### config.mk
export PLATFORM = sky130hd
export DESIGN_NAME = dcache_lru
export DESIGN_NICKNAME = d
export VERILOG_FILES = /design/src/dcache_pkg.sv /design/src/dcache_lru.sv
export SDC_FILE = /design/constraint.sdc
export NUM_CORES = 1
export LEC_CHECK = 0
export BUFFER_PORTS_ARGS = -buffer_cell sky130_fd_sc_hd__clkbuf_2
export CORE_AREA = 2 2 39 41
export DETAILED_ROUTE_END_ITERATION = 8
export DIE_AREA = 0 0 41 43
export PLACE_DENSITY = 0.57
export SYNTH_ARGS = -nofsm -noshare
export SYNTH_HDL_FRONTEND = slang
export SYNTH_SLANG_ARGS = --single-unit
### constraint.sdc
create_clock -name clk -period 1 [get_ports clk]
set_input_delay 0.1 -clock clk [delete_from_list [all_inputs] [get_ports clk]]
set_output_delay 0.1 -clock clk [all_outputs]
set_load 0.005 [all_outputs]
### src/dcache_pkg.sv
`default_nettype none

package dcache_pkg;

    // cache geometry
    localparam int num_ways    = 2;
    localparam int num_sets    = 8;
    localparam int tag_w       = 8;
    localparam int set_w       = 3;
    localparam int word_sel_w  = 3;
    localparam int line_addr_w = 12;
    localparam int row_w       = 4;
    localparam int half_bits   = 256;
    localparam int data_w      = 32;
    localparam int addr_w      = 17;

    typedef enum logic [2:0] {
        st_idle,
        st_compare,
        st_store_req,
        st_refill_req,
        st_store,
        st_refill
    } dcache_state_e;

    // raw for the LB side, words for extract and merge
    typedef union packed {
        logic [half_bits-1:0]                         raw;
        logic [half_bits/data_w-1:0][data_w-1:0]      words;
    } half_line_u;

endpackage

`default_nettype wire

### src/dcache_lru.sv
`timescale 1ns/1ps
`default_nettype none

module dcache_lru (
    input  wire                                  clk,
    input  wire                                  rst_n,
    input  wire logic [dcache_pkg::set_w-1:0]    set_i,
    input  wire logic [dcache_pkg::num_ways-1:0] valid_i,
    input  wire logic                            touch_i,
    input  wire logic [dcache_pkg::num_ways-1:0] touch_way_i,
    output logic [dcache_pkg::num_ways-1:0]      victim_way_o
);
    import dcache_pkg::*;

    // set bit means way 1 is the older one
    logic [num_sets-1:0] lru_q;

    always_ff @(posedge clk or negedge rst_n) begin
        if (!rst_n) begin
            lru_q <= '0;
        end else if (touch_i) begin
            lru_q[set_i] <= touch_way_i[0];
        end
    end

    always_comb begin
        victim_way_o = '0;
        if (!valid_i[0]) begin
            victim_way_o[0] = 1'b1;
        end else if (!valid_i[1]) begin
            victim_way_o[1] = 1'b1;
        end else begin
            victim_way_o[lru_q[set_i]] = 1'b1;
        end
    end

endmodule

`default_nettype wire

==> results <==
- The flow ran to the end, but the final reports show violations.
- The final reports fail on negative setup slack.
- The routed design has 808 um of wire.
- The initial utilization of the core area, before any placement, comes to 0.3165.
- The maximum fanout encountered on the critical timing path is 2.
- In this run the register-to-register setup slack is around 250 ps.
- The worst voltage drop across the vdd grid is 0.5619 mV.
- The floorplan step defined a die boundary enclosing 0.001763 mm^2.
- After clock tree synthesis, the setup repair step added 0 buffers.
- The final worst clock skew is 0 ps.
- The data required time at the worst endpoint is 900 ps.
- The repair_antennas step left the layout with diodes totalling 0.
- Together, buffers and inverters on the worst path number 1.
- The count of different cell masters after synthesis is 11.
- Counting along the longest clock path gives a buffer depth of 2.
- The share of the cycle needed by the critical path after routing is 1.441.
- The count of input and output buffers is 10.
- The clock-pin slew reported for the worst setup and hold paths after clock tree synthesis is 50 ps.
- For met1 alone, demand over resource in global routing was 0.1300.
- Dividing the detail-routed wire length by the instance count gives 11.54 um.
- In this run the clock root is driven by a sky130_fd_sc_hd__clkbuf_4.
- The congestion estimate from routability-driven global placement came to 0.6109.
- The number of failing hold endpoints at the final stage is 0.
- After detailed routing, the number of remaining DRC violations is 0.
- The path class of the tightest hold or removal check is in -> reg.
- At the pin with the least slew margin, the transition time is roughly 270 ps.
- The largest single stage delay on the critical path is 410 ps.
- The post-synthesis instance total is 40.
- The number of clock buffers added by TritonCTS is 3.
- The area of the core region is 0.001384 mm^2.
- Leaving out fill and tap cells, the most frequent cell in the layout is sky130_fd_sc_hd__clkbuf_2.
- The largest registers in the layout are lru_q: 8 flops.
- The x dimension of the die is 41 um.
- Of the synthesized area, sequential elements account for 0.4571.
- Setup repair after global routing could not meet its margin everywhere.
- Grouping stages by cell kind, the critical path spends the most delay in compound AO/OA/AOI/OAI gates.
- STA classifies the critical path startpoint as a register.
- The count of placed standard cells including taps is between 60 and 70.
- The critical path goes through mux2i_1, nor2_1, o41a_1, clkbuf_2.
- Headroom to the max-slew limit came out at 0.8181.
- Across the run, the number of max-cap violations was 0.
- For the worst setup path, the data arrival time is 1340 ps.
- Excluding fillers, the count of instances in the completed layout stands at 70.
- In the final layout, the share of cells above drive strength 1 is 0.4074.
- The number of flip-flops in the largest register is 8.
- The area growth from synthesis to layout is 22.57%.
- The number of rows created at floorplan is 14.
- The number of antenna violations at the first check in global routing was 0.
- The largest net degree at the start of global routing is 9.
- The post-route worst hold slack is 221.8 ps.
- The type of destination of the critical path is an output port.
- The total count of max-transition violations in the final report is 0.
- Yosys printed 0 warnings.
- Setup violations remaining at the end of the flow were counted as 2.
- The category of the critical setup timing path is reg -> out.
- The number of antenna-violating nets in the routed design is 0.
- The detailed router placed 338 vias in this run.
- In this run, the number of DRC markers left after iteration 0 of detailed routing was 1.
- Measured on the finished design, the core utilization comes to 0.3879.
- The total half-perimeter wirelength after legalization and detailed placement is 639.8 um.
- The H-tree depth is 1.
- The top cell types in the final layout, fill and taps aside, are sky130_fd_sc_hd__clkbuf_2, sky130_fd_sc_hd__nor2_1, sky130_fd_sc_hd__mux2_2, sky130_fd_sc_hd__dfrtp_1, sky130_fd_sc_hd__mux2i_1.
- The largest individual stage delay along the critical path comes from the cell sky130_fd_sc_hd__o41a_1.
- The first global-routing pass estimated around 1.3 mm of wire.
- The number of storage elements in the synthesis netlist is 8.
- TritonCTS built the clock tree.
- The first-pass iteration count of the detailed router is 2.
- The die outline height is 43 um.
- Across every metal layer, demand over resource in global routing totals 0.1157.
- For the worst-skew pair, the clock arrives at the later sink with an insertion delay of 240 ps.
- Setup slack on the critical path of the routed design comes to -440.8 ps.
- Counting every net in the synthesized netlist gives 50.
- For the finished layout, the period the worst path requires is 1441 ps.
- The total power per unit cell area is 1571 mW/mm^2.
- lru_q holds more flip-flops than any other register.
- In the global route stage, met3 resource usage came out at 0.03141.
- The setup total negative slack is -871.1 ps.
- After global routing the overflow that remains totals 0.
- For this run, the post-layout net count is 66.
- At the placement stage, the worst setup path has a slack of -177.1 ps.
- For met2 alone, demand over resource in global routing was 0.1688.
- The highest achievable clock rate is just under 700 MHz.
- The leakage power total is 0.0002440 uW.
- The synthesized area per cell is 10.95 um^2.
- The number of sinks driven by the clock tree is 8.
- After synthesis the cells add up to around 440 um^2.
- The number of vias per cell is 4.829.
- The number of placed I/O pins is 12.
- met2 is the most crowded layer.
- The number of global-route vias before repair is 330.
timing repair:
action / CTS / global route
cloned: 0 / 0
gates resized for setup: 0 / 1
pin swaps: 1 / 2
setup endpoints to repair: 2 / 2
endpoints found under the hold margin: 8 / 0
hold buffers: 1 / 0
logic make-up after synthesis:
logic type | Yosys count | synth area share
AO/OA/AOI/OAI | 3 | 0.05713
flip-flops | 8 | 0.4571
multiplexers | 12 | 0.2972
buffers and inverters | 1 | 0.02571
AND/OR/NAND/NOR | 16 | 0.1629
path summary, 6_finish.rpt:
check / from / end / cells past startpoint
worst max-delay path: lru_q[7]$_DFFE_PN0P_ / victim_way_o[1] / 4
worst min-delay path: touch_way_i[0] / lru_q[2]$_DFFE_PN0P_ / 2
worst max register to register: lru_q[1]$_DFFE_PN0P_ / lru_q[1]$_DFFE_PN0P_ / 1
worst min register to register: lru_q[2]$_DFFE_PN0P_ / lru_q[2]$_DFFE_PN0P_ / 1
max in group asynchronous: rst_n / lru_q[5]$_DFFE_PN0P_ / 2
min in group asynchronous: rst_n / lru_q[6]$_DFFE_PN0P_ / 2
layer usage:
metal  up-vias  share of wire
met2         8           0.47
met3         0          0.043
met5         -              0
li1        175              -
met4         0              0
met1       155           0.48
synthesized netlist by cell type (all sizes together):
cell | count | area share
buf | 1 | 0.026
nor2 | 8 | 0.069
o41a | 1 | 0.026
mux2i | 4 | 0.091
nor3 | 3 | 0.034
nand2 | 2 | 0.017
o41ai | 1 | 0.020
dfrtp | 8 | 0.46
mux2 | 8 | 0.21
o21ai | 1 | 0.011
nand2b | 3 | 0.043
where the power goes:
group / internal [uW] / switching, uW
Sequential: 396 / 31.1
Combinational: 106 / 77.6
Clock: 136 / 96.3
area by class of cell:
class | instances | area (um^2)
timing repair buffer | 12 | 67.56
clock buffer | 3 | 22.52
tap | 16 | 20.02
fill | 143 | 847.1
sequential | 8 | 200.2
multi-input combinational | 31 | 226.5
per-stage QoR:
step / cell area, um^2 / total power [uW]
floorplan: 437.9 / 554.3
global placement: 504.2 / 612.1
detailed placement: 504.2 / 617.6
CTS: 536.8 / 865.4
global route: 536.8 / 903.5
finish: 536.8 / 843.5
Power figures use the tool's default switching activity.
