[src/dcache_pkg.sv]
`default_nettype none

package dcache_pkg;

    // cache geometry
    localparam int num_ways    = 2;
    localparam int num_sets    = 8;
    localparam int tag_w       = 8;
    localparam int set_w       = 3;
    localparam int word_sel_w  = 3;
    localparam int line_addr_w = 12;
    localparam int row_w       = 4;
    localparam int half_bits   = 256;
    localparam int data_w      = 32;
    localparam int addr_w      = 17;

    typedef enum logic [2:0] {
        st_idle,
        st_compare,
        st_store_req,
        st_refill_req,
        st_store,
        st_refill
    } dcache_state_e;

    // raw for the LB side, words for extract and merge
    typedef union packed {
        logic [half_bits-1:0]                         raw;
        logic [half_bits/data_w-1:0][data_w-1:0]      words;
    } half_line_u;

endpackage

`default_nettype wire

[src/dcache_tag_store.sv]
`timescale 1ns/1ps
`default_nettype none

module dcache_tag_store (
    input  wire                                  clk,
    input  wire                                  rst_n,
    input  wire logic [dcache_pkg::set_w-1:0]    set_i,
    input  wire logic [dcache_pkg::set_w-1:0]    rd_set_i,
    input  wire logic [dcache_pkg::tag_w-1:0]    tag_i,
    input  wire logic                            tag_rd_i,
    input  wire logic                            line_fill_i,
    input  wire logic [dcache_pkg::num_ways-1:0] fill_way_i,
    input  wire logic                            mark_dirty_i,
    output logic [dcache_pkg::num_ways-1:0]      hit_way_o,
    output logic [dcache_pkg::num_ways-1:0]      valid_o,
    input  wire logic [dcache_pkg::num_ways-1:0] victim_way_i,
    output logic                                 victim_dirty_o,
    output logic [dcache_pkg::tag_w-1:0]         victim_tag_o
);
    import dcache_pkg::*;

    logic [tag_w-1:0]                   tags [num_sets][num_ways];
    logic [num_ways-1:0][tag_w-1:0]     tag_q;
    logic [num_sets-1:0][num_ways-1:0]  valid_q;
    logic [num_sets-1:0][num_ways-1:0]  dirty_q;

    // tags read at request time, written when a refill ends
    always_ff @(posedge clk) begin
        for (int w = 0; w < num_ways; w++) begin
            if (line_fill_i && fill_way_i[w]) begin
                tags[set_i][w] <= tag_i;
            end
            if (tag_rd_i) begin
                tag_q[w] <= tags[rd_set_i][w];
            end
        end
    end

    always_ff @(posedge clk or negedge rst_n) begin
        if (!rst_n) begin
            valid_q <= '0;
            dirty_q <= '0;
        end else if (line_fill_i) begin
            valid_q[set_i] <= valid_q[set_i] | fill_way_i;
            // a write miss leaves the new line dirty
            if (mark_dirty_i) begin
                dirty_q[set_i] <= dirty_q[set_i] | fill_way_i;
            end else begin
                dirty_q[set_i] <= dirty_q[set_i] & ~fill_way_i;
            end
        end else if (mark_dirty_i) begin
            dirty_q[set_i] <= dirty_q[set_i] | hit_way_o;
        end
    end

    always_comb begin
        victim_tag_o = tag_q[0];
        for (int w = 0; w < num_ways; w++) begin
            hit_way_o[w] = valid_q[set_i][w] && (tag_q[w] == tag_i);
            if (victim_way_i[w]) begin
                victim_tag_o = tag_q[w];
            end
        end
    end

    assign valid_o        = valid_q[set_i];
    assign victim_dirty_o = |(dirty_q[set_i] & victim_way_i);

endmodule

`default_nettype wire

[config.mk]
export PLATFORM = sky130hd
export DESIGN_NAME = dcache_tag_store
export DESIGN_NICKNAME = d
export VERILOG_FILES = /design/src/dcache_pkg.sv /design/src/dcache_tag_store.sv
export SDC_FILE = /design/constraint.sdc
export NUM_CORES = 1
export LEC_CHECK = 0
export BUFFER_PORTS_ARGS = -buffer_cell sky130_fd_sc_hd__buf_4
export CAP_MARGIN = 5
export CORE_MARGIN = 2
export CORE_UTILIZATION = 39
export DETAILED_ROUTE_END_ITERATION = 7
export HOLD_SLACK_MARGIN = 0.02
export PLACE_DENSITY_LB_ADDON = 0.15
export REMOVE_ABC_BUFFERS = 1
export SYNTH_ARGS = -nofsm -noshare
export SYNTH_HDL_FRONTEND = slang
export SYNTH_SLANG_ARGS = --single-unit
[constraint.sdc]
create_clock -name clk -period 2.34 [get_ports clk]
set_input_delay 0.351 -clock clk [delete_from_list [all_inputs] [get_ports clk]]
set_output_delay 0.351 -clock clk [all_outputs]
set_load 0.02 [all_outputs]
==> reports/results.tsv <==
stage	metric	value	unit
worst_setup_path	startpoint types	flop	
cells_and_area	fill cell count	1719	
sta	final worst slack	-0.0413	ns
die	Die Width	145	um
global_route	first-pass GRT wire length	27900	um
global_route	GRT Resource Usage Total	17.7	%
cells_and_area	Design Area, Final	0.00920	mm2
cells_and_area	diode count	0	
cells_and_area	share of cells above drive strength 1	34.4	%
clock_network	Max Buffers Root-to-Sink	2	
cells_and_area	area of the multi-input gates	0.00250	mm2
die	die area	0.0211	mm2
global_route	largest net degree at the start of global routing	33	
global_route	met2 Use GR	29.0	%
power_and_ir_drop	LEAKAGE	3.20	nW
global_route	M3 GR Usage	3.43	%
global_route	GR peak layer	met2	
power_and_ir_drop	Total Power	0.00760	W
sta	Max-slew headroom	61.8	%
detailed_routing	Vias	4570	
logic_synthesis	synthesized flop and latch total	176	
detailed_routing	Wirelength per Cell	21.8	um
detailed_routing	drt first-iter violations	344	
sta	FMAX	420	MHz
place	RePlAce Congestion	0.839	
clock_network	total CTS buffers	17	
power_and_ir_drop	pwr/cell area	826	mW/mm2
detailed_routing	Post-DRT Antenna Nets	0	
die	Ports	36	
sta	worst slew pin tran	0.571	ns
place	Port Buffers	35	
logic_synthesis	Synth Flop Type	edfxtp_1	
cells_and_area	P&R area growth vs syn	18.4	%
sta	clock period minus worst slack	2.38	ns
cells_and_area	register area	0.00512	mm2
sta	Fin. Hold Viols	0	
sta	final hold slack	0.269	ns
die	core outline area	0.0195	mm2
die	Initial Util	39.8	%
worst_setup_path	CP Buf/Inv Count	2	
worst_setup_path	max incr delay on CP	0.54	ns
worst_setup_path	Top Family by Delay on Critical Path	multiplexers	
clock_network	Clock Latency Late Sink	0.42	ns
logic_synthesis	Post-Syn Area	0.00777	mm2
sta	RSZ-0062 raised after global routing	yes	
worst_setup_path	worst path required time	1.99	ns
worst_setup_path	Crit. End Element	output port	
worst_setup_path	crit path cell chain	mux2_4 > mux4_2 > o211ai_4 > inv_2 > buf_6	
sta	Final Cycle Share	102	%
place	Post-DP HPWL	11500	um
outcome	failing checks	negative setup slack	
sta	clk_skew	0.0104	ns
detailed_routing	WL final	18000	um
clock_network	root buffer cell	clkbuf_16	
cells_and_area	nets	571	
global_route	GR met1 Demand/Resource	24.5	%
logic_synthesis	Synth Instances	482	
sta	Pins Over Slew Limit	0	
sta	Setup Viol. Count Final	2	
logic_synthesis	Syn Area/Cell	16.1	um2
logic_synthesis	register area share after synthesis	66.0	%
clock_network	clk slew on worst S/H paths	0.07	ns
logic_synthesis	library cells used by synthesis	38	
worst_setup_path	WP data arrival	2.03	ns
clock_network	htree depth	4	
worst_setup_path	Crit Path Category	flop to output port	
logic_synthesis	YS warnings	0	
detailed_routing	first-pass iteration count of the detailed router	5	
logic_synthesis	Async SR Flop Fraction	18.2	%
global_route	vias in the first global route	4632	
place	Placed Area	0.00852	mm2
worst_setup_path	Worst Path Max Fanout	3	
worst_setup_path	slowest CP cell	mux4_2	
clock_network	CTS tree	yes	
hold_path	Hold Path Class	input pin to flop	
global_route	initial antenna violation count	0	
die	Die Y	145	um
global_route	final global-route overflow total	0	
outcome	status	finished with violations	
job	total of max-cap violations	0	
logic_synthesis	EDFF count, synth	144	
detailed_routing	via-per-instance ratio	5.53	
die	site row count	51	
clock_network	Clock Sinks	176	
detailed_routing	DRC	0	
power_and_ir_drop	maximum vdd drop	503	uV
-- metal layers --
layer  wire, um  vias up
met1       8130     2383
met3        705       22
met4        221        0
li1           -     2031
met2       8980      134
met5          0        -
-- worst paths after layout --
| check | startpoint | to | slack, ns | depth (start not counted) |
|---|---|---|---|---|
| setup / recovery | valid_q[8] | hit_way_o[0] | -0.04 | 5 |
| hold / removal | tag_i[1] | tags[5][9] | 0.27 | 1 |
| setup reg to reg | dirty_q[13] | dirty_q[3] | 0.20 | 6 |
| hold reg to reg | valid_q[6] | valid_q[6] | 0.49 | 2 |
| max in group asynchronous | rst_n | valid_q[9] | 1.60 | 2 |
| min in group asynchronous | rst_n | dirty_q[11] | 0.41 | 2 |
-- layout by cell type, fill, tap and decap left out, types with 2 or more instances in the layout --
master      count
dfrtp_1        32
o21ai_0         8
buf_12          2
buf_4          70
mux2_4          3
nor3b_2         2
nand3_1         2
o311ai_0        8
nand3b_1        3
o211ai_4        2
or2_4           2
bufinv_16       2
and3b_1         4
edfxtp_1      144
or3b_2          3
nand2b_1        9
buf_6           5
a22o_1          2
a21o_1          8
a31oi_1         9
inv_6           5
inv_2           2
and2_1          3
mux2_2         30
o22a_1          7
nor2_1         22
clkinvlp_4      3
clkbuf_16      17
or2_2           2
o221ai_1        8
mux4_2         36
nor4_1          4
inv_8           2
nand2_1        33
xor2_1         16
a21oi_1        25
nor3_1         12
nor2b_1         3
nor3_4          2
-- power breakdown --
part	internal (W)	switching (W)	leakage (nW)
clock	0.00161	0.00124	0.285
sequential	0.00360	0.000119	1.68
combinational	0.000498	0.000521	1.23
-- timing repair --
action,4_1_cts,5_1_grt
endpoints found under the setup margin,5,5
hold buffers,1,0
hold endpoints to repair,32,0
cloned,0,0
buffers inserted,2,3
pin swaps,5,0
gates resized for setup,13,0
-- synthesized netlist by cell type, drive strengths merged (3+ instances only) --
cell type	number	area [um2]
nor4	4	25.0
or2	4	25.0
clkbuf	15	56.3
nand3b	3	22.5
edfxtp	144	4320
or3b	3	26.3
and2	3	18.8
mux2	33	372
nor3	15	103
buf	16	91.3
a21o	8	60.1
xor2	16	140
dfrtp	32	801
nand2	33	124
nor2b	3	18.8
o311ai	8	70.1
a31oi	9	56.3
nor2	22	82.6
mux4	37	841
o21ai	8	40.0
a21oi	25	125
o22a	7	61.3
o221ai	8	70.1
nor3b	3	32.5
nand2b	9	56.3
and3b	4	35.0
-- through the flow --
stage / util [%] / worst slack (ns) / instances / setup TNS [ns]
detailed placement: 43.6 / 0.0358 / 788 / 0
finish: 47.1 / -0.0413 / 826 / -0.0570
global route: 47.1 / -0.107 / 826 / -0.312
floorplan: - / 0.372 / 451 / 0
CTS: 47.0 / -0.0538 / 823 / -0.154
global placement: 43.6 / 0.0733 / 788 / 0
-- worst register-to-register path: stages, from the launching register on --
cell and delay, ns:
dfrtp_1 0.41, mux4_1 0.51, mux2_4 0.29, buf_4 0.16, buf_4 0.17, o311ai_0 0.39
a21oi_1 0.07
-- flip-flops by register name, summed over array words and instances (netlist names) --
signal	cells
tags	128
dirty_q	16
tag_q	16
valid_q	16
-- cell families after synthesis --
| family | after synthesis | share of synthesized area (%) |
|---|---|---|
| AO/OA/AOI/OAI | 77 | 6.99 |
| multiplexers | 70 | 15.6 |
| buffers and inverters | 33 | 2.00 |
| AND/OR/NAND/NOR | 110 | 7.62 |
| flip-flops | 176 | 66.0 |
| XOR/XNOR | 16 | 1.80 |
-- layout make-up --
type                    count  share of cell area, %
well taps                 265                   3.61
clock inverters            14                   1.85
repair buffers             78                   6.87
inverters                   2                 0.0816
flip-flops and latches    176                   55.7
clock buffers              18                   4.67
multi-input cells         273                   27.2
No activity file was read; power rests on OpenSTA's default activity.
