===== config.mk =====
export PLATFORM = sky130hd
export DESIGN_NAME = dcache_fsm
export DESIGN_NICKNAME = d
export VERILOG_FILES = /design/src/dcache_pkg.sv /design/src/dcache_fsm.sv
export SDC_FILE = /design/constraint.sdc
export NUM_CORES = 1
export LEC_CHECK = 0
export ABC_AREA = 1
export BUFFER_PORTS_ARGS = -buffer_cell sky130_fd_sc_hd__buf_2
export CORE_AREA = 2 2 553 555
export DETAILED_ROUTE_END_ITERATION = 10
export DIE_AREA = 0 0 555 557
export PLACE_DENSITY = 0.33
export RECOVER_POWER = 25
export SYNTH_ARGS = -nofsm -noshare
export SYNTH_HDL_FRONTEND = slang
export SYNTH_SLANG_ARGS = --single-unit

===== constraint.sdc =====
create_clock -name clk -period 2.8 [get_ports clk]
set_input_delay 0.56 -clock clk [delete_from_list [all_inputs] [get_ports clk]]
set_output_delay 0.56 -clock clk [all_outputs]
set_load 0.005 [all_outputs]

===== src/dcache_pkg.sv =====
`default_nettype none

package dcache_pkg;

    // cache geometry
    localparam int num_ways    = 2;
    localparam int num_sets    = 8;
    localparam int tag_w       = 8;
    localparam int set_w       = 3;
    localparam int word_sel_w  = 3;
    localparam int line_addr_w = 12;
    localparam int row_w       = 4;
    localparam int half_bits   = 256;
    localparam int data_w      = 32;
    localparam int addr_w      = 17;

    typedef enum logic [2:0] {
        st_idle,
        st_compare,
        st_store_req,
        st_refill_req,
        st_store,
        st_refill
    } dcache_state_e;

    // raw for the LB side, words for extract and merge
    typedef union packed {
        logic [half_bits-1:0]                         raw;
        logic [half_bits/data_w-1:0][data_w-1:0]      words;
    } half_line_u;

endpackage

`default_nettype wire


===== src/dcache_fsm.sv =====
`timescale 1ns/1ps
`default_nettype none

module dcache_fsm (
    input  wire                                     clk,
    input  wire                                     rst_n,
    // core side
    input  wire logic                               fetch_req_i,
    input  wire logic                               fetch_we_i,
    input  wire logic [dcache_pkg::addr_w-1:0]      fetch_addr_i,
    input  wire logic [dcache_pkg::data_w-1:0]      fetch_w_data_i,
    output logic                                    fetch_gnt_o,
    output logic [dcache_pkg::data_w-1:0]           fetch_r_data_o,
    output logic                                    fetch_r_valid_o,
    // line buffer side
    output logic                                    refill_req_o,
    output logic                                    refill_we_o,
    output logic [dcache_pkg::line_addr_w-1:0]      refill_addr_o,
    output logic                                    refill_addr_valid_o,
    output logic                                    refill_wvalid_o,
    output logic [dcache_pkg::half_bits-1:0]        refill_wdata_o,
    input  wire logic                               refill_gnt_i,
    input  wire logic                               refill_addr_ready_i,
    input  wire logic                               refill_rvalid_i,
    input  wire logic [dcache_pkg::half_bits-1:0]   refill_rdata_i,
    // internal
    output logic                                    beat_start_o,
    output logic                                    beat_step_o,
    output logic                                    beat_clear_o,
    input  wire logic                               beat_last_i,
    output logic [dcache_pkg::row_w-1:0]            req_row_o,
    output logic                                    tag_rd_o,
    output logic                                    line_fill_o,
    output logic                                    mark_dirty_o,
    output logic [dcache_pkg::set_w-1:0]            set_o,
    output logic [dcache_pkg::tag_w-1:0]            tag_o,
    output logic [dcache_pkg::num_ways-1:0]         fill_way_o,
    input  wire logic [dcache_pkg::num_ways-1:0]    hit_way_i,
    input  wire logic                               victim_dirty_i,
    input  wire logic [dcache_pkg::tag_w-1:0]       victim_tag_i,
    input  wire logic [dcache_pkg::num_ways-1:0]    victim_way_i,
    output logic                                    touch_o,
    output logic [dcache_pkg::num_ways-1:0]         touch_way_o,
    output logic                                    ram_ren_o,
    output logic [dcache_pkg::num_ways-1:0]         ram_wen_o,
    output dcache_pkg::half_line_u                  ram_wdata_o,
    input  wire dcache_pkg::half_line_u [dcache_pkg::num_ways-1:0] ram_rdata_i
);
    import dcache_pkg::*;

    dcache_state_e         state_q, state_d;
    logic [addr_w-1:0]     addr_q;
    logic [data_w-1:0]     wdata_q;
    logic                  we_q;
    logic [num_ways-1:0]   victim_q;
    logic                  ahalf_q, ahalf_d;
    logic                  adone_q, adone_d;
    logic                  staged_q, staged_d;
    logic                  hit;
    logic                  half;
    logic [word_sel_w-1:0] word;
    half_line_u            src_line, wr_line, victim_line;

    assign hit    = |hit_way_i;
    assign tag_o  = addr_q[addr_w-1 -: tag_w];
    assign set_o  = addr_q[addr_w-tag_w-1 -: set_w];
    assign half   = addr_q[word_sel_w+2];
    assign word   = addr_q[word_sel_w+1 -: word_sel_w];
    assign fill_way_o = victim_q;
    assign tag_rd_o   = fetch_gnt_o;
    assign ram_wdata_o = wr_line;
    // a write hit uses the registered row, a new request its own
    assign req_row_o = fetch_gnt_o ? fetch_addr_i[addr_w-tag_w-1 -: row_w]
                                   : addr_q[addr_w-tag_w-1 -: row_w];

    always_comb begin
        src_line    = hit_way_i[1] ? ram_rdata_i[1] : ram_rdata_i[0];
        victim_line = victim_q[1] ? ram_rdata_i[1] : ram_rdata_i[0];
        if (state_q == st_refill) begin
            src_line.raw = refill_rdata_i;
        end
        wr_line = src_line;
        if (we_q && (state_q != st_refill || beat_last_i == half)) begin
            wr_line.words[word] = wdata_q;
        end
    end

    always_comb begin
        state_d  = state_q;
        ahalf_d  = ahalf_q;
        adone_d  = adone_q;
        staged_d = staged_q;
        fetch_gnt_o         = 1'b0;
        fetch_r_valid_o     = 1'b0;
        fetch_r_data_o      = src_line.words[word];
        refill_req_o        = 1'b0;
        refill_we_o         = 1'b0;
        refill_addr_o       = {tag_o, set_o, ahalf_q};
        refill_addr_valid_o = 1'b0;
        refill_wvalid_o     = 1'b0;
        refill_wdata_o      = victim_line.raw;
        beat_start_o = 1'b0;
        beat_step_o  = 1'b0;
        beat_clear_o = 1'b0;
        line_fill_o  = 1'b0;
        mark_dirty_o = 1'b0;
        touch_o      = 1'b0;
        touch_way_o  = hit_way_i;
        ram_ren_o    = 1'b0;
        ram_wen_o    = '0;

        case (state_q)
            st_idle: begin
                if (fetch_req_i) begin
                    fetch_gnt_o = 1'b1;
                    ram_ren_o   = 1'b1;
                    state_d     = st_compare;
                end
            end
            st_compare: begin
                if (hit) begin
                    touch_o = 1'b1;
                    if (we_q) begin
                        ram_wen_o    = hit_way_i;
                        mark_dirty_o = 1'b1;
                        state_d      = st_idle;
                    end else begin
                        fetch_r_valid_o = 1'b1;
                        // next request overlaps this answer
                        if (fetch_req_i) begin
                            fetch_gnt_o = 1'b1;
                            ram_ren_o   = 1'b1;
                        end else begin
                            state_d = st_idle;
                        end
                    end
                end else begin
                    refill_req_o = 1'b1;
                    refill_we_o  = victim_dirty_i;
                    if (refill_gnt_i) begin
                        beat_start_o = 1'b1;
                        state_d = victim_dirty_i ? st_store : st_refill;
                    end else begin
                        state_d = victim_dirty_i ? st_store_req : st_refill_req;
                    end
                end
            end
            st_store_req, st_refill_req: begin
                refill_req_o = 1'b1;
                refill_we_o  = (state_q == st_store_req);
                if (refill_gnt_i) begin
                    beat_start_o = 1'b1;
                    state_d = (state_q == st_store_req) ? st_store : st_refill;
                end
            end
            st_store: begin
                // read the victim half first, then offer it
                if (!staged_q) begin
                    ram_ren_o = 1'b1;
                    staged_d  = 1'b1;
                end else begin
                    refill_addr_valid_o = 1'b1;
                    refill_wvalid_o     = 1'b1;
                    refill_addr_o       = {victim_tag_i, set_o, beat_last_i};
                    if (refill_addr_ready_i) begin
                        staged_d = 1'b0;
                        if (beat_last_i) begin
                            beat_clear_o = 1'b1;
                            state_d      = st_refill_req;
                        end else begin
                            beat_step_o = 1'b1;
                        end
                    end
                end
            end
            st_refill: begin
                if (!adone_q) begin
                    refill_addr_valid_o = 1'b1;
                    if (refill_addr_ready_i) begin
                        ahalf_d = ~ahalf_q;
                        adone_d = ahalf_q;
                    end
                end
                if (refill_rvalid_i) begin
                    ram_wen_o = victim_q;
                    if (!we_q && beat_last_i == half) begin
                        fetch_r_valid_o = 1'b1;
                    end
                    if (beat_last_i) begin
                        beat_clear_o = 1'b1;
                        line_fill_o  = 1'b1;
                        mark_dirty_o = we_q;
                        touch_o      = 1'b1;
                        touch_way_o  = victim_q;
                        adone_d      = 1'b0;
                        state_d      = st_idle;
                    end else begin
                        beat_step_o = 1'b1;
                    end
                end
            end
            default: state_d = st_idle;
        endcase
    end

    always_ff @(posedge clk or negedge rst_n) begin
        if (!rst_n) begin
            state_q  <= st_idle;
            we_q     <= 1'b0;
            victim_q <= '0;
            ahalf_q  <= 1'b0;
            adone_q  <= 1'b0;
            staged_q <= 1'b0;
        end else begin
            state_q  <= state_d;
            ahalf_q  <= ahalf_d;
            adone_q  <= adone_d;
            staged_q <= staged_d;
            if (fetch_gnt_o) begin
                we_q <= fetch_we_i;
            end
            if (state_q == st_compare && !hit) begin
                victim_q <= victim_way_i;
            end
        end
    end

    // request payload
    always_ff @(posedge clk) begin
        if (fetch_gnt_o) begin
            addr_q  <= fetch_addr_i;
            wdata_q <= fetch_w_data_i;
        end
    end

endmodule

`default_nettype wire


==> flow_summary.ini <==
[sta]
rsz0062_at_grt = true
period_needed_ns = 3.095
fmax_mhz = 323.1
setup_viol = 344
skew_ns = 0.06700
drv_slew = 0
relSlewSlack = 0.4846
whs_ns = 0.2173
layout_setup_ws_ns = -0.2950
hold_viol = 0
final.setup.tns_ns = -54.69
tightestPinTransition_ns = 0.7723
finalCritPeriodShare = 1.105

[synth]
ys_top_cells_by_area = nand2_1, nand3_1, inv_1, edfxtp_1, o21ai_1
synthFlopType = edfxtp_1
synth-edff-count = 47
ys_seq_elements = 56
synthArstFlopShare = 0.1607
synth.most_common_cell = nand2_1
synth_top_cell_by_area = nand2_1
synthTopCellsByCount = nand2_1, inv_1, nand3_1, o21ai_1, o21ai_0
synth_area_um2 = 19020
avgSynthCellArea_um2 = 4.875
syn_inst = 3901
yosysTopAreaCellShare = 0.2837
ys_seq_area_frac = 0.08606
syn_nets = 4739
ys_warn_count = 0
synth_cell_types = 31

[die]
die_h_um = 557
die-area_um2 = 309100
io_pins = 1429
fp-row-count = 203
initial_utilization = 0.06255
coreArea_um2 = 304000
fp.dieW_um = 555

[placed_design]
dp_hpwl_mm = 260.1
finalWeightedCongestion = 0.9523
place_area_um2 = 34210
portBuffers = 1426
preCtsSetupSlack_ns = -0.4014

[critical_path]
worstRegToRegCells = 7
slowest_delay_ns = 0.48
worstReg2RegStart = state_q[2]
start_kind = register
path_cells = inv_4, nand3_4, buf_12, inv_8, nand2_8, buf_12, nand3_4, buf_12, buf_16, nand2_1, o21ai_1, buf_4, buf_2
path_delay_family = buffers and inverters
r2r_end = wdata_q[17]
cp.buffers_inverters = 8
crit_path_frequent_cell = buf_12
cp.arrival_ns = 2.53
rrSetupSlack_ns = 0.57
crit_path_end_kind = output pin
path_class = register to output pin
cp.required_ns = 2.24
path_max_fanout = 13
cp_slowest_cell = dfrtp_2

[min_path]
whs_path_depth = 1
hp-start = fetch_w_data_i[29]
worstHoldPathType = primary input to register
min_to = wdata_q[29]

[global_route]
grt.total_usage = 0.1858
grt_pass1_wl_mm = 368.6
use_met1 = 0.2195
top_usage_layer = met2
grt_use_met3 = 0.09779
grt_pass1_vias = 32390
met2_usage = 0.2902
grt-ovfl-total = 0
grt_max_degree = 81
antenna_found_initial = 202

[final_layout]
nNetsFinal = 6379
finalCoreUtilization = 0.1278
drive_gt1_frac = 0.4091
area_delta_synth_final_pct = 104.4
final_area_um2 = 38870
nFillCells = 36190

[cts]
cts_tree = done
root_buffer = clkbuf_16
clkLatencyLatePin_ns = 0.49
clk_pin_slew_worst_paths_ns = 0.23
clock_path_buffers = 2
cts_buffers = 5
cts_sinks = 56
cts_max_level = 2

[route]
wirelength_mm = 311.2
via_count = 34210
first_pass_iters = 6
wl_per_cell_um = 32.40
vias_per_cell = 3.561
drc = 0
drt_iter0_markers = 2894
detail-route-antenna-nets = 0

[outcome]
status = finished with violations
violations = negative setup slack

[pwr]
power_density_nw_per_um2 = 829.0
peakVddDrop_v = 0.0004634
p_leak_uw = 0.02024

[run]
drv_cap = 0
cells by family after synthesis:
| group | count (synthesis) | share of synthesized area |
|---|---|---|
| buffers and inverters | 867 | 0.1839 |
| flip-flops | 56 | 0.08606 |
| XOR/XNOR | 2 | 0.0009213 |
| AND/OR/NAND/NOR | 2441 | 0.5772 |
| AO/OA/AOI/OAI | 503 | 0.1329 |
| multiplexers | 32 | 0.01895 |
cell usage in the layout, fill, tap and decap left out, types with 85 or more instances in the layout:
| cell type | Yosys | final |
|---|---|---|
| nand2_1 | 1437 | 1372 |
| buf_4 | 15 | 277 |
| nand3_1 | 566 | 449 |
| buf_12 | 0 | 130 |
| inv_1 | 575 | 574 |
| o21ai_0 | 237 | 232 |
| buf_2 | 149 | 1323 |
| nand3_2 | 1 | 85 |
| and2_1 | 198 | 185 |
| buf_6 | 0 | 96 |
| o21ai_1 | 257 | 188 |
where the power goes:
part           internal (µW)  switching (µW)  leakage [µW]  total, µW
clock                    357             927     0.0000771       1280
sequential              1280             270      0.000548       1540
combinational          10400           19000        0.0196      29400
flip-flops by register name, summed over array words and instances, names as in the netlist:
name / count
staged_q: 1
adone_q: 1
wdata_q: 32
addr_q: 15
we_q: 1
ahalf_q: 1
state_q: 3
fill_way_o: 2
per-layer routing:
metal  part of all wire  up-vias
met4              0.032      140
met3               0.13      449
met1               0.40    16180
li1                   -    15600
met2               0.43     1837
met5             0.0030        -
what timing repair did:
item / 4_1_cts / 5_1_grt
gates resized for setup: 333 / 339
pin swaps: 27 / 35
setup endpoints to repair: 379 / 426
buffers inserted: 57 / 40
endpoints found under the hold margin: 9 / 0
hold buffers: 1 / 0
gates cloned: 12 / 18
final cells by class:
cell class	instances	area, µm²	area share
inverter	579	2193	0.05643
tap	3997	5001	0.1287
sequential	56	1649	0.04243
antenna	67	167.7	0.004314
clock inverter	3	28.78	0.0007404
timing repair buffer	1921	14110	0.3632
multi-input combinational	2978	15590	0.4010
clock buffer	5	125.1	0.003219
through the flow:
stage          power, µW  instances
2_1_floorplan       9859       3901
3_3_place_gp       27160       9411
3_5_place_dp       27030       9411
4_1_cts            31170       9488
5_1_grt            34220       9557
6_report           32220       9606
worst max path at each step:
stage / from / end / depth (start not counted)
after floorplan: hit_way_i[1] / tag_rd_o / 8
after global placement: state_q[0] / fetch_r_data_o[0] / 9
after detailed placement: state_q[0] / fetch_r_data_o[0] / 9
after CTS: state_q[1] / fetch_r_data_o[17] / 13
after global routing: state_q[1] / ram_wdata_o[40] / 13
final: state_q[1] / ram_wdata_o[204] / 13
(Power assumes the default switching activity.)
