## config.mk

```make
export PLATFORM = sky130hd
export DESIGN_NAME = dcache_beat_ctr
export DESIGN_NICKNAME = d
export VERILOG_FILES = /design/src/dcache_pkg.sv /design/src/dcache_beat_ctr.sv
export SDC_FILE = /design/constraint.sdc
export NUM_CORES = 1
export LEC_CHECK = 0
export ABC_AREA = 1
export BUFFER_PORTS_ARGS = -buffer_cell sky130_fd_sc_hd__buf_2
export CORE_AREA = 10 10 47 49
export CTS_BUF_LIST = sky130_fd_sc_hd__clkbuf_8
export DETAILED_ROUTE_END_ITERATION = 12
export DIE_AREA = 0 0 57 59
export GPL_TIMING_DRIVEN = 1
export PLACE_DENSITY = 0.58
export SYNTH_ARGS = -nofsm -noshare
export SYNTH_HDL_FRONTEND = slang
export SYNTH_SLANG_ARGS = --single-unit
```

## constraint.sdc

```tcl
create_clock -name clk -period 1.29 [get_ports clk]
set_input_delay 0.1935 -clock clk [delete_from_list [all_inputs] [get_ports clk]]
set_output_delay 0.1935 -clock clk [all_outputs]
set_load 0.02 [all_outputs]
```

## src/dcache_pkg.sv

```systemverilog
`default_nettype none

package dcache_pkg;

    // cache geometry
    localparam int num_ways    = 2;
    localparam int num_sets    = 8;
    localparam int tag_w       = 8;
    localparam int set_w       = 3;
    localparam int word_sel_w  = 3;
    localparam int line_addr_w = 12;
    localparam int row_w       = 4;
    localparam int half_bits   = 256;
    localparam int data_w      = 32;
    localparam int addr_w      = 17;

    typedef enum logic [2:0] {
        st_idle,
        st_compare,
        st_store_req,
        st_refill_req,
        st_store,
        st_refill
    } dcache_state_e;

    // raw for the LB side, words for extract and merge
    typedef union packed {
        logic [half_bits-1:0]                         raw;
        logic [half_bits/data_w-1:0][data_w-1:0]      words;
    } half_line_u;

endpackage

`default_nettype wire

```

## src/dcache_beat_ctr.sv

```systemverilog
`timescale 1ns/1ps
`default_nettype none

module dcache_beat_ctr (
    input  wire                                clk,
    input  wire                                rst_n,
    input  wire logic                          beat_start_i,
    input  wire logic                          beat_step_i,
    input  wire logic                          beat_clear_i,
    input  wire logic [dcache_pkg::set_w-1:0]  set_i,
    input  wire logic [dcache_pkg::row_w-1:0]  req_row_i,
    output logic                               beat_last_o,
    output logic [dcache_pkg::row_w-1:0]       row_o
);
    import dcache_pkg::*;

    logic             active_q;
    logic             last_q;
    logic [row_w-1:0] row_q;

    always_ff @(posedge clk or negedge rst_n) begin
        if (!rst_n) begin
            active_q <= 1'b0;
            last_q   <= 1'b0;
            row_q    <= '0;
        end else if (beat_start_i) begin
            active_q <= 1'b1;
            last_q   <= 1'b0;
            row_q    <= {set_i, 1'b0};
        end else if (beat_clear_i) begin
            // back to half 0 of the same set
            active_q <= 1'b0;
            last_q   <= 1'b0;
            row_q    <= {row_q[row_w-1:1], 1'b0};
        end else if (beat_step_i) begin
            last_q <= ~last_q;
            row_q  <= row_q + 1'b1;
        end
    end

    assign beat_last_o = last_q;
    // outside a burst the array follows the request row
    assign row_o = active_q ? row_q : req_row_i;

endmodule

`default_nettype wire

```

==> results of run 1 <==
cell families (layout without fill, tap and decap cells):
| logic type | count (synthesis) | count (layout) | synth area share, % |
|---|---|---|---|
| xor+xnor | 2 | 2 | 4.71 |
| compound gates | 8 | 8 | 13.8 |
| simple gates | 23 | 23 | 28.6 |
| fa+ha+maj | 1 | 1 | 3.37 |
| buf+inv | 9 | 30 | 9.09 |
| flops | 6 | 6 | 40.4 |
metal layers:
metal	share of wire [%]	up-vias	global-route usage, %
met5	0	-	0
met4	0.95	0	6.04
met3	10	2	2.79
met2	40	14	8.84
met1	48	140	7.38
li1	-	197	-
path summary, 6_finish.rpt:
path	start	end	cells after the start
min reg2reg	row_q[0]	row_q[0]	2
max reg2reg	row_q[0]	row_q[2]	6
min	set_i[1]	row_q[2]	3
max in group asynchronous	rst_n	row_q[3]	2
min in group asynchronous	rst_n	row_q[0]	2
max	active_q	row_o[0]	4
registers in the layout, summed over array words and instances, names as in the netlist:
name	cells
active_q	1
beat_last_o	1
row_q	4
timing repair:
item | CTS | global route
resized for setup | 0 | 2
endpoints found under the hold margin | 6 | 0
endpoints found under the setup margin | 0 | 4
hold buffers | 1 | 0
buffers inserted | 0 | 1
power by group through the flow:
stage	logic, uW	clock network (uW)	registers (uW)
2_1_floorplan	70.9	0	220
3_3_place_gp	123	0	221
3_5_place_dp	125	0	222
4_1_cts	128	293	220
5_1_grt	150	300	222
6_report	130	278	219
Yosys cell counts:
master / n
sky130_fd_sc_hd__o21ai_0: 5
sky130_fd_sc_hd__ha_1: 1
sky130_fd_sc_hd__xor2_1: 1
sky130_fd_sc_hd__nand3_1: 4
sky130_fd_sc_hd__nor3_2: 1
sky130_fd_sc_hd__nand3_2: 1
sky130_fd_sc_hd__inv_1: 9
sky130_fd_sc_hd__dfrtp_1: 6
sky130_fd_sc_hd__nand2_1: 13
sky130_fd_sc_hd__a21oi_1: 2
sky130_fd_sc_hd__nand4_1: 1
sky130_fd_sc_hd__xnor2_1: 1
sky130_fd_sc_hd__nor2_1: 3
sky130_fd_sc_hd__a21oi_4: 1
worst max-delay path: cells and delay by family (launching register included):
kind	cells	cell delay, ns
simple gates	1	0.05
buf+inv	2	0.30
compound gates	1	0.06
flops	1	0.37
cell usage in the layout (no fill, tap or decap):
cell type                       count
sky130_fd_sc_hd__buf_4              2
sky130_fd_sc_hd__o21ai_0            5
sky130_fd_sc_hd__nor2_1             3
sky130_fd_sc_hd__clkbuf_8           3
sky130_fd_sc_hd__nand4_1            1
sky130_fd_sc_hd__nand3_1            4
sky130_fd_sc_hd__dfrtp_1            6
sky130_fd_sc_hd__ha_1               1
sky130_fd_sc_hd__inv_2              1
sky130_fd_sc_hd__dlygate4sd3_1      1
sky130_fd_sc_hd__a21oi_1            2
sky130_fd_sc_hd__nand2_1           13
sky130_fd_sc_hd__inv_1              8
sky130_fd_sc_hd__buf_2             15
sky130_fd_sc_hd__xnor2_1            1
sky130_fd_sc_hd__nor3_2             1
sky130_fd_sc_hd__xor2_1             1
sky130_fd_sc_hd__a21oi_4            1
sky130_fd_sc_hd__nand3_2            1
through the flow:
stage                     power [uW]  cell area [um2]  setup slack, ns  hold WS [ns]
after floorplan                  291              372            0.182        -0.102
after global placement           344              472            0.269        0.0279
after detailed placement         347              472            0.254        0.0291
after CTS                        640              523          0.00797         0.173
after global routing             671              533           0.0114         0.194
final                            627              533           0.0912         0.180
area by class of cell:
| cell class | instances | area share [%] |
|---|---|---|
| Clock buffer | 3 | 7.75 |
| Timing Repair Buffer | 18 | 18.8 |
| Tap cell | 16 | 3.76 |
| Inverter | 9 | 6.34 |
| Sequential cell | 6 | 28.2 |
| Multi-Input combinational cell | 34 | 35.2 |
==> metrics, run 1 <==
final count of pins violating max slew=0; worst vdd rail ir drop=~480 uV; portion of the clock cycle consumed by the worst path in the final layout=between 90% and 100%; area growth from synthesis to final layout=43.4%; number of antenna violations at the first check in global routing=0; detailed-router iteration count before antenna repair=2; final routed wirelength across all metal layers=about 950 um; Layout fillers=~160; net switching power figure=~170 uW; skew final=around 0.0018 ns; antenna cells=0; final routed DRC violation total=0; type of origin of the critical path=flip-flop; cell count after placement=81; sequence of cells on the critical path=inv_2 -> nand2_1 -> o21ai_0 -> buf_2; via-per-instance ratio=a little over 4; Sequential Area=between 150 and 200 um2; count of cell types in the netlist=14; Critical Path Max Stage Delay=around 0.37 ns; largest net degree at the start of global routing=9; Setup Total Neg Slack=0 ns; number of setup violations in the final report=0; area of the multi-input gates=~190 um2; maximum fanout count along the critical path=8; Syn Inst Count=between 40 and 50; Critical-path top delay cell=sky130_fd_sc_hd__dfrtp_1; DPL Wire Length=787 um; share of cells above drive strength 1=roughly 34%; post-DR wirelength/cell=~11 um; sequential area share after synthesis=between 40% and 50%; RSZ-0062 raised after global routing=no; reported leakage power=roughly 0.00029 uW; final standard cell utilization of the core=between 30% and 40%; GRT Resource Usage Total=approximately 6.5%; TritonCTS clock tree=done; cell area after synthesis=about 370 um2; switching power share of the total=26.9%; Data required, critical path=around 1.1 ns; clock buffer count from CTS=3; clk_lat worst skew=between 0.2 and 0.25 ns; Post-DRT Antenna Nets=0; Final Hold Viols=0; number of nets produced by synthesis=62; sequential share of power=between 30% and 40%; effective utilization at floorplan=26.5%; buffers added on ports=16; DIE WIDTH=about 57 um; headroom to the max-slew limit=88.3%; Post-Synthesis Mean Instance Area=roughly 7.6 um2; final weighted congestion in routability-driven placement=~0.75; total internal power=approximately 460 uW; CTS Buffer Depth=2; Final nets=85; area of the core region=approximately 0.0014 mm2; vias in the first global route=403; GRT overflow=0; top-level port count=17; # Max-Cap Violations=0; cell types with the largest area share after synthesis=sky130_fd_sc_hd__dfrtp_1 40%, sky130_fd_sc_hd__nand2_1 13%, sky130_fd_sc_hd__inv_1 9.1%; Clock Tree Root=sky130_fd_sc_hd__clkbuf_8; clock sink count=6; slack of the worst reg-to-reg path=roughly 0.2 ns; count of H-tree levels built during CTS=1; highest clock frequency the design can meet=0.834 GHz; min cycle time layout=approximately 1.2 ns; Synth Register Bits=6; Pwr per Cell Area=1180 mW/mm2; CP Class=reg -> out; fraction of synthesized cell area taken by the top area cell type=40.4%; global-route wire length before repair=approximately 1700 um; synthesis warning total=0; clock-pin slew on the worst setup and hold paths=approximately 0.040 ns; filler-free cell count of the finished design=between 80 and 90; via count=about 350; height of the die=59 um; share of power burned in the clock network=between 40 and 50%; logic gate share of total power=~21%; run status=complete, no violations; cell accounting for the most synthesized area=sky130_fd_sc_hd__dfrtp_1; slew at the pin closest to its max-slew limit=roughly 0.18 ns; Row Count=14; die footprint=between 0.003 and 0.004 mm2; Crit path arrival time=1.01 ns; Worst setup EP type=primary output; detailed router's first-iteration violation count=8; type of the most critical hold path=in -> reg
No activity file was read; power rests on OpenSTA's default activity.
==> run 2: changes to the inputs <==
- GPL_TIMING_DRIVEN: 1 -> 0
==> run 2 against run 1 <==
- worst setup slack improved by 0.012 ns
- global-route usage is 0.57 points lower
- sequential power is essentially flat
- clock skew is essentially flat
- die area is the same
- maximum frequency up 1.0%
- cell area increased by 0.94%
- register-to-register slack improved by 0.07 ns
- largest power group unchanged
==> metrics, run 2 (synthesis results as in run 1) <==
die footprint=0.00336 mm2 (unchanged); Final Hold Viols=0 (unchanged); global-route wire length before repair=1610 um (-5.7%); min cycle time layout=1.19 ns (-0.0120 ns); antenna cells=0 (unchanged); area of the core region=0.00140 mm2 (unchanged); clk_lat worst skew=0.22 ns (about the same); count of H-tree levels built during CTS=1 (unchanged); via-per-instance ratio=4.27 (+4.0%); final routed wirelength across all metal layers=908 um (-4.5%); end point of the critical path=row_o[3]; top-level port count=17 (unchanged); detailed-router iteration count before antenna repair=3 (+1); Post-DRT Antenna Nets=0 (unchanged); slew at the pin closest to its max-slew limit=0.181 ns (+0.00566 ns); run status=complete, no violations; largest net degree at the start of global routing=9 (unchanged); CP Class=reg -> out; Data required, critical path=1.10 ns (about the same); number of setup violations in the final report=0 (unchanged); Layout fillers=158 (-3.1%); final routed DRC violation total=0 (unchanged); Routed met1 length=479 um (+4.1%); post-DR wirelength/cell=10.6 um (-4.5%); highest clock frequency the design can meet=0.843 GHz (+1.0%); register with the most flip-flops=row_q; detailed router's first-iteration violation count=1 (-7); Worst setup EP type=primary output; share of cells above drive strength 1=34.3% (unchanged); clock-pin slew on the worst setup and hold paths=0.03 ns (about the same); Clock Tree Root=sky130_fd_sc_hd__clkbuf_8; clock buffer count from CTS=3 (unchanged); effective utilization at floorplan=26.5% (unchanged); Crit path arrival time=0.99 ns (-0.02 ns); Post-DP Area=472 um2 (unchanged); RR Startpoint=row_q[1]; most used cells in the layout excluding fill and tap cells=13 x sky130_fd_sc_hd__nand2_1, 13 x sky130_fd_sc_hd__buf_2, 8 x sky130_fd_sc_hd__inv_1; area of the multi-input gates=188 um2 (unchanged); Setup Total Neg Slack=0 ns (unchanged); worst vdd rail ir drop=781 uV (+63%); Hold Path Origin=beat_clear_i; TritonCTS clock tree=done; cell depth of the worst flop-to-flop path=5 (-1); buffers added on ports=16 (unchanged); endpoint of the most critical register-to-register path=row_q[2]; Pwr per Cell Area=1180 mW/mm2 (+0.14%); RSZ-0062 raised after global routing=yes; final count of pins violating max slew=0 (unchanged); vias in the first global route=385 (-4.5%); DPL Wire Length=753 um (-4.4%); Sequential Area=150 um2 (unchanged); clock sink count=6 (unchanged); reported leakage power=0.000289 uW (+0.33%); Final nets=85 (unchanged); type of the most critical hold path=in -> reg; skew final=0.00191 ns (+0.0000765 ns); headroom to the max-slew limit=87.9% (-0.38 points); portion of the clock cycle consumed by the worst path in the final layout=92.0% (-0.93 points); top sig layer=met4; area growth from synthesis to final layout=44.8%; # Max-Cap Violations=0 (unchanged); final instance area=538 um2 (+0.94%); DIE WIDTH=57 um (unchanged); GRT overflow=0 (unchanged); height of the die=59 um (unchanged); final weighted congestion in routability-driven placement=0.750 (+0.15%); Critical Path Start=active_q; wire length on met2=309 um (-19%); max reg flops=4 (unchanged); Row Count=14 (unchanged); via count=367 (+4.0%); CTS Buffer Depth=2 (unchanged); number of antenna violations at the first check in global routing=0 (unchanged); slack of the worst reg-to-reg path=0.27 ns (+0.07 ns); type of origin of the critical path=flip-flop; maximum fanout count along the critical path=8 (unchanged); routed length on met3=94 um (-4.1%); GRT Resource Usage Total=5.91% (-0.57 points)
## run 2: cell counts in the layout (fill, tap and decap cells not counted)
No cell type changed its count.
## run 2: worst min path at each step
| stage | end | slack [ns] | cells after the start |
|---|---|---|---|
| final | beat_last_o | 0.18 | 2 |
| after global placement | row_q[0] | 0.03 | 1 |
| after CTS | row_q[2] | 0.17 | 3 |
| after global routing | row_q[2] | 0.19 | 3 |
| after floorplan | active_q | -0.10 | 0 |
| after detailed placement | row_q[0] | 0.03 | 1 |
## run 2: timing repair
action / 4_1_cts / 5_1_grt
hold buffers: 1 / 0
resized for setup: 1 / 5
buffers inserted: 0 / 1
endpoints found under the setup margin: 1 / 3
hold endpoints to repair: 6 / 0
cloned: 0 / 0
## run 2: through the flow
step / setup slack [ns] / hold WS (ns) / total power (uW) / util, % / instances
after global placement: 0.255 / 0.0251 / 343 / 33.7 / 81
after global routing: -0.0298 / 0.188 / 676 / 38.4 / 86
after CTS: 0.0640 / 0.172 / 636 / 37.3 / 85
after floorplan: 0.182 / -0.102 / 291 / - / 49
final: 0.103 / 0.176 / 633 / 38.4 / 86
after detailed placement: 0.238 / 0.0285 / 345 / 33.7 / 81
## run 2: worst max-delay path, cell delays in order, from the launching register on
cell,delay (ns)
sky130_fd_sc_hd__dfrtp_1,0.37
sky130_fd_sc_hd__inv_2,0.11
sky130_fd_sc_hd__nand2_1,0.06
sky130_fd_sc_hd__o21ai_0,0.07
sky130_fd_sc_hd__buf_4,0.16
## run 2: final cells by class
type	count	area share, %
inverters	9	6.28
multi-input cells	34	34.9
clock buffers	3	7.67
well taps	16	3.72
flip-flops and latches	6	27.9
repair buffers	18	19.5
## run 2: power breakdown
group          leakage, uW  total (uW)  internal (uW)  switching, uW
clock network    0.0000216         280            200           79.7
logic             0.000194         135           57.7           77.2
registers        0.0000738         219            205           13.5
total             0.000289         633            463            170
## run 2: routing by layer
metal / GRT usage, % / vias up
met5: 0 / -
met4: 4.03 / 0
met3: 3.22 / 2
met2: 7.13 / 16
met1: 7.59 / 150
li1: - / 199
==> run 3: changes to the inputs <==
- PLACE_DENSITY: 0.58 -> 0.51
==> run 3 against run 2 <==
- core utilization unchanged
- clock power about the same
- count of clock-buffer cells in the layout unchanged
- combinational power about the same
- sequential share of layout area unchanged
- cell area unchanged
- global-route usage increased by 0.084 points
- final cell count unchanged
- non-clock buffer count unchanged
- first-iteration DRC count increased by 100%
- sequential power about the same
- largest cell class unchanged
==> metrics, run 3 (synthesis results as in run 1) <==
clock sink count=6 (unchanged); most common cell after layout, fill and taps aside=sky130_fd_sc_hd__buf_2; count of H-tree levels built during CTS=1 (unchanged); max reg flops=4 (unchanged); wire length on met2=395 um (+28%); final routed wirelength across all metal layers=921 um (+1.4%); slew at the pin closest to its max-slew limit=0.184 ns (+0.00280 ns); skew final=0.000673 ns (-0.00124 ns); share of cells above drive strength 1=35.7% (+1.4 points); largest net degree at the start of global routing=9 (unchanged); # Max-Cap Violations=0 (unchanged); worst vdd rail ir drop=435 uV (-44%); clock buffer count from CTS=3 (unchanged); type of the most critical hold path=in -> reg; TritonCTS clock tree=done; Critical-path top delay cell=sky130_fd_sc_hd__dfrtp_1; routed length on met3=85 um (-9.6%); Clock Tree Root=sky130_fd_sc_hd__clkbuf_8; number of antenna violations at the first check in global routing=0 (unchanged); global-route wire length before repair=1460 um (-9.0%); headroom to the max-slew limit=87.7% (-0.19 points); area of the core region=0.00140 mm2 (unchanged); final count of pins violating max slew=0 (unchanged); Row Count=14 (unchanged); number of setup violations in the final report=0 (unchanged); effective utilization at floorplan=26.5% (unchanged); portion of the clock cycle consumed by the worst path in the final layout=93.4% (+1.4 points); Final Hold Viols=0 (unchanged); sequence of cells on the critical path=inv_2 -> nand2_1 -> o21ai_0 -> buf_2; highest clock frequency the design can meet=0.830 GHz (-1.5%); run status=complete, no violations; Critical Path Max Stage Delay=0.37 ns (about the same); DIE WIDTH=57 um (unchanged); maximum fanout count along the critical path=8 (unchanged); via count=378 (+3.0%); register with the most flip-flops=row_q; top-level port count=17 (unchanged); reported leakage power=0.000289 uW (-0.12%); area growth from synthesis to final layout=44.8% (unchanged); via-per-instance ratio=4.40 (+3.0%); RSZ-0062 raised after global routing=no; Crit path arrival time=1.01 ns (+0.02 ns); final routed DRC violation total=0 (unchanged); CTS Buffer Depth=2 (unchanged); final weighted congestion in routability-driven placement=0.744 (-0.81%); Final nets=85 (unchanged); Routed met1 length=423 um (-12%); GRT Resource Usage Total=5.99% (+0.084 points); GRT overflow=0 (unchanged); detailed router's first-iteration violation count=2 (+1); min cycle time layout=1.21 ns (+0.0182 ns); filler-free cell count of the finished design=86 (unchanged); Post-DRT Antenna Nets=0 (unchanged); Data required, critical path=1.10 ns (about the same); clock-pin slew on the worst setup and hold paths=0.03 ns (about the same); type of origin of the critical path=flip-flop; height of the die=59 um (unchanged); detailed-router iteration count before antenna repair=4 (+1); clk_lat worst skew=0.22 ns (about the same); DPL Wire Length=763 um (+1.4%); CP Class=reg -> out; die footprint=0.00336 mm2 (unchanged); antenna cells=0 (unchanged); Setup Total Neg Slack=0 ns (unchanged); top sig layer=met4; Pwr per Cell Area=1170 mW/mm2 (-0.40%); vias in the first global route=329 (-15%); cell count after placement=81 (unchanged); buffers added on ports=16 (unchanged); post-DR wirelength/cell=10.7 um (+1.4%); Worst setup EP type=primary output; most used cells in the layout excluding fill and tap cells=14 x sky130_fd_sc_hd__buf_2, 12 x sky130_fd_sc_hd__nand2_1, 8 x sky130_fd_sc_hd__inv_1
==> run 3: path summary, 6_finish.rpt <==
kind | startpoint | endpoint | slack, ns | cells past startpoint
worst max-delay path | active_q | row_o[3] | 0.08 | 4
worst min-delay path | set_i[1] | row_q[2] | 0.17 | 3
worst max register to register | row_q[1] | row_q[2] | 0.26 | 5
worst min register to register | row_q[3] | row_q[3] | 0.55 | 2
max in group asynchronous | rst_n | beat_last_o | 0.82 | 2
min in group asynchronous | rst_n | active_q | 0.33 | 2
==> run 3: routing by layer <==
layer,up-vias,global-route usage (%)
li1,200,-
met4,0,5.03
met1,161,6.38
met5,-,0
met2,15,7.44
met3,2,4.72
==> run 3: layout make-up <==
class	count	area (um2)
well taps	16	20.0
inverters	9	33.8
repair buffers	18	103
clock buffers	3	41.3
fillers	167	863
multi-input cells	34	190
flip-flops and latches	6	150
==> run 3: where the power goes <==
part / total, uW / internal, uW / leakage (uW) / switching (uW)
logic: 133 / 55.6 / 0.000194 / 77.3
registers: 219 / 205 / 0.0000738 / 14.0
clock network: 279 / 200 / 0.0000216 / 78.7
==> run 3: through the flow <==
stage	instance area, um2	util, %	power [uW]	worst slack, ns	hold slack, ns
3_3_place_gp	472	33.7	345	0.254	0.0269
5_1_grt	538	38.4	674	0.00354	0.174
2_1_floorplan	372	-	291	0.182	-0.102
6_report	538	38.4	631	0.0849	0.174
4_1_cts	523	37.3	639	0.00218	0.169
3_5_place_dp	472	33.7	346	0.247	0.0290
==> run 3: worst max-delay path, delay by kind of cell, from the launching register on <==
kind	cells	cell delay (ns)
AOI/OAI and AO/OA	1	0.06
DFF	1	0.37
and+or+nand+nor	1	0.05
buffers and inverters	2	0.30
==> run 3: what timing repair did <==
action,CTS,global route
gates resized for setup,0,5
setup buffers,0,1
hold buffers,1,0
hold endpoints to repair,6,0
setup endpoints to repair,0,4
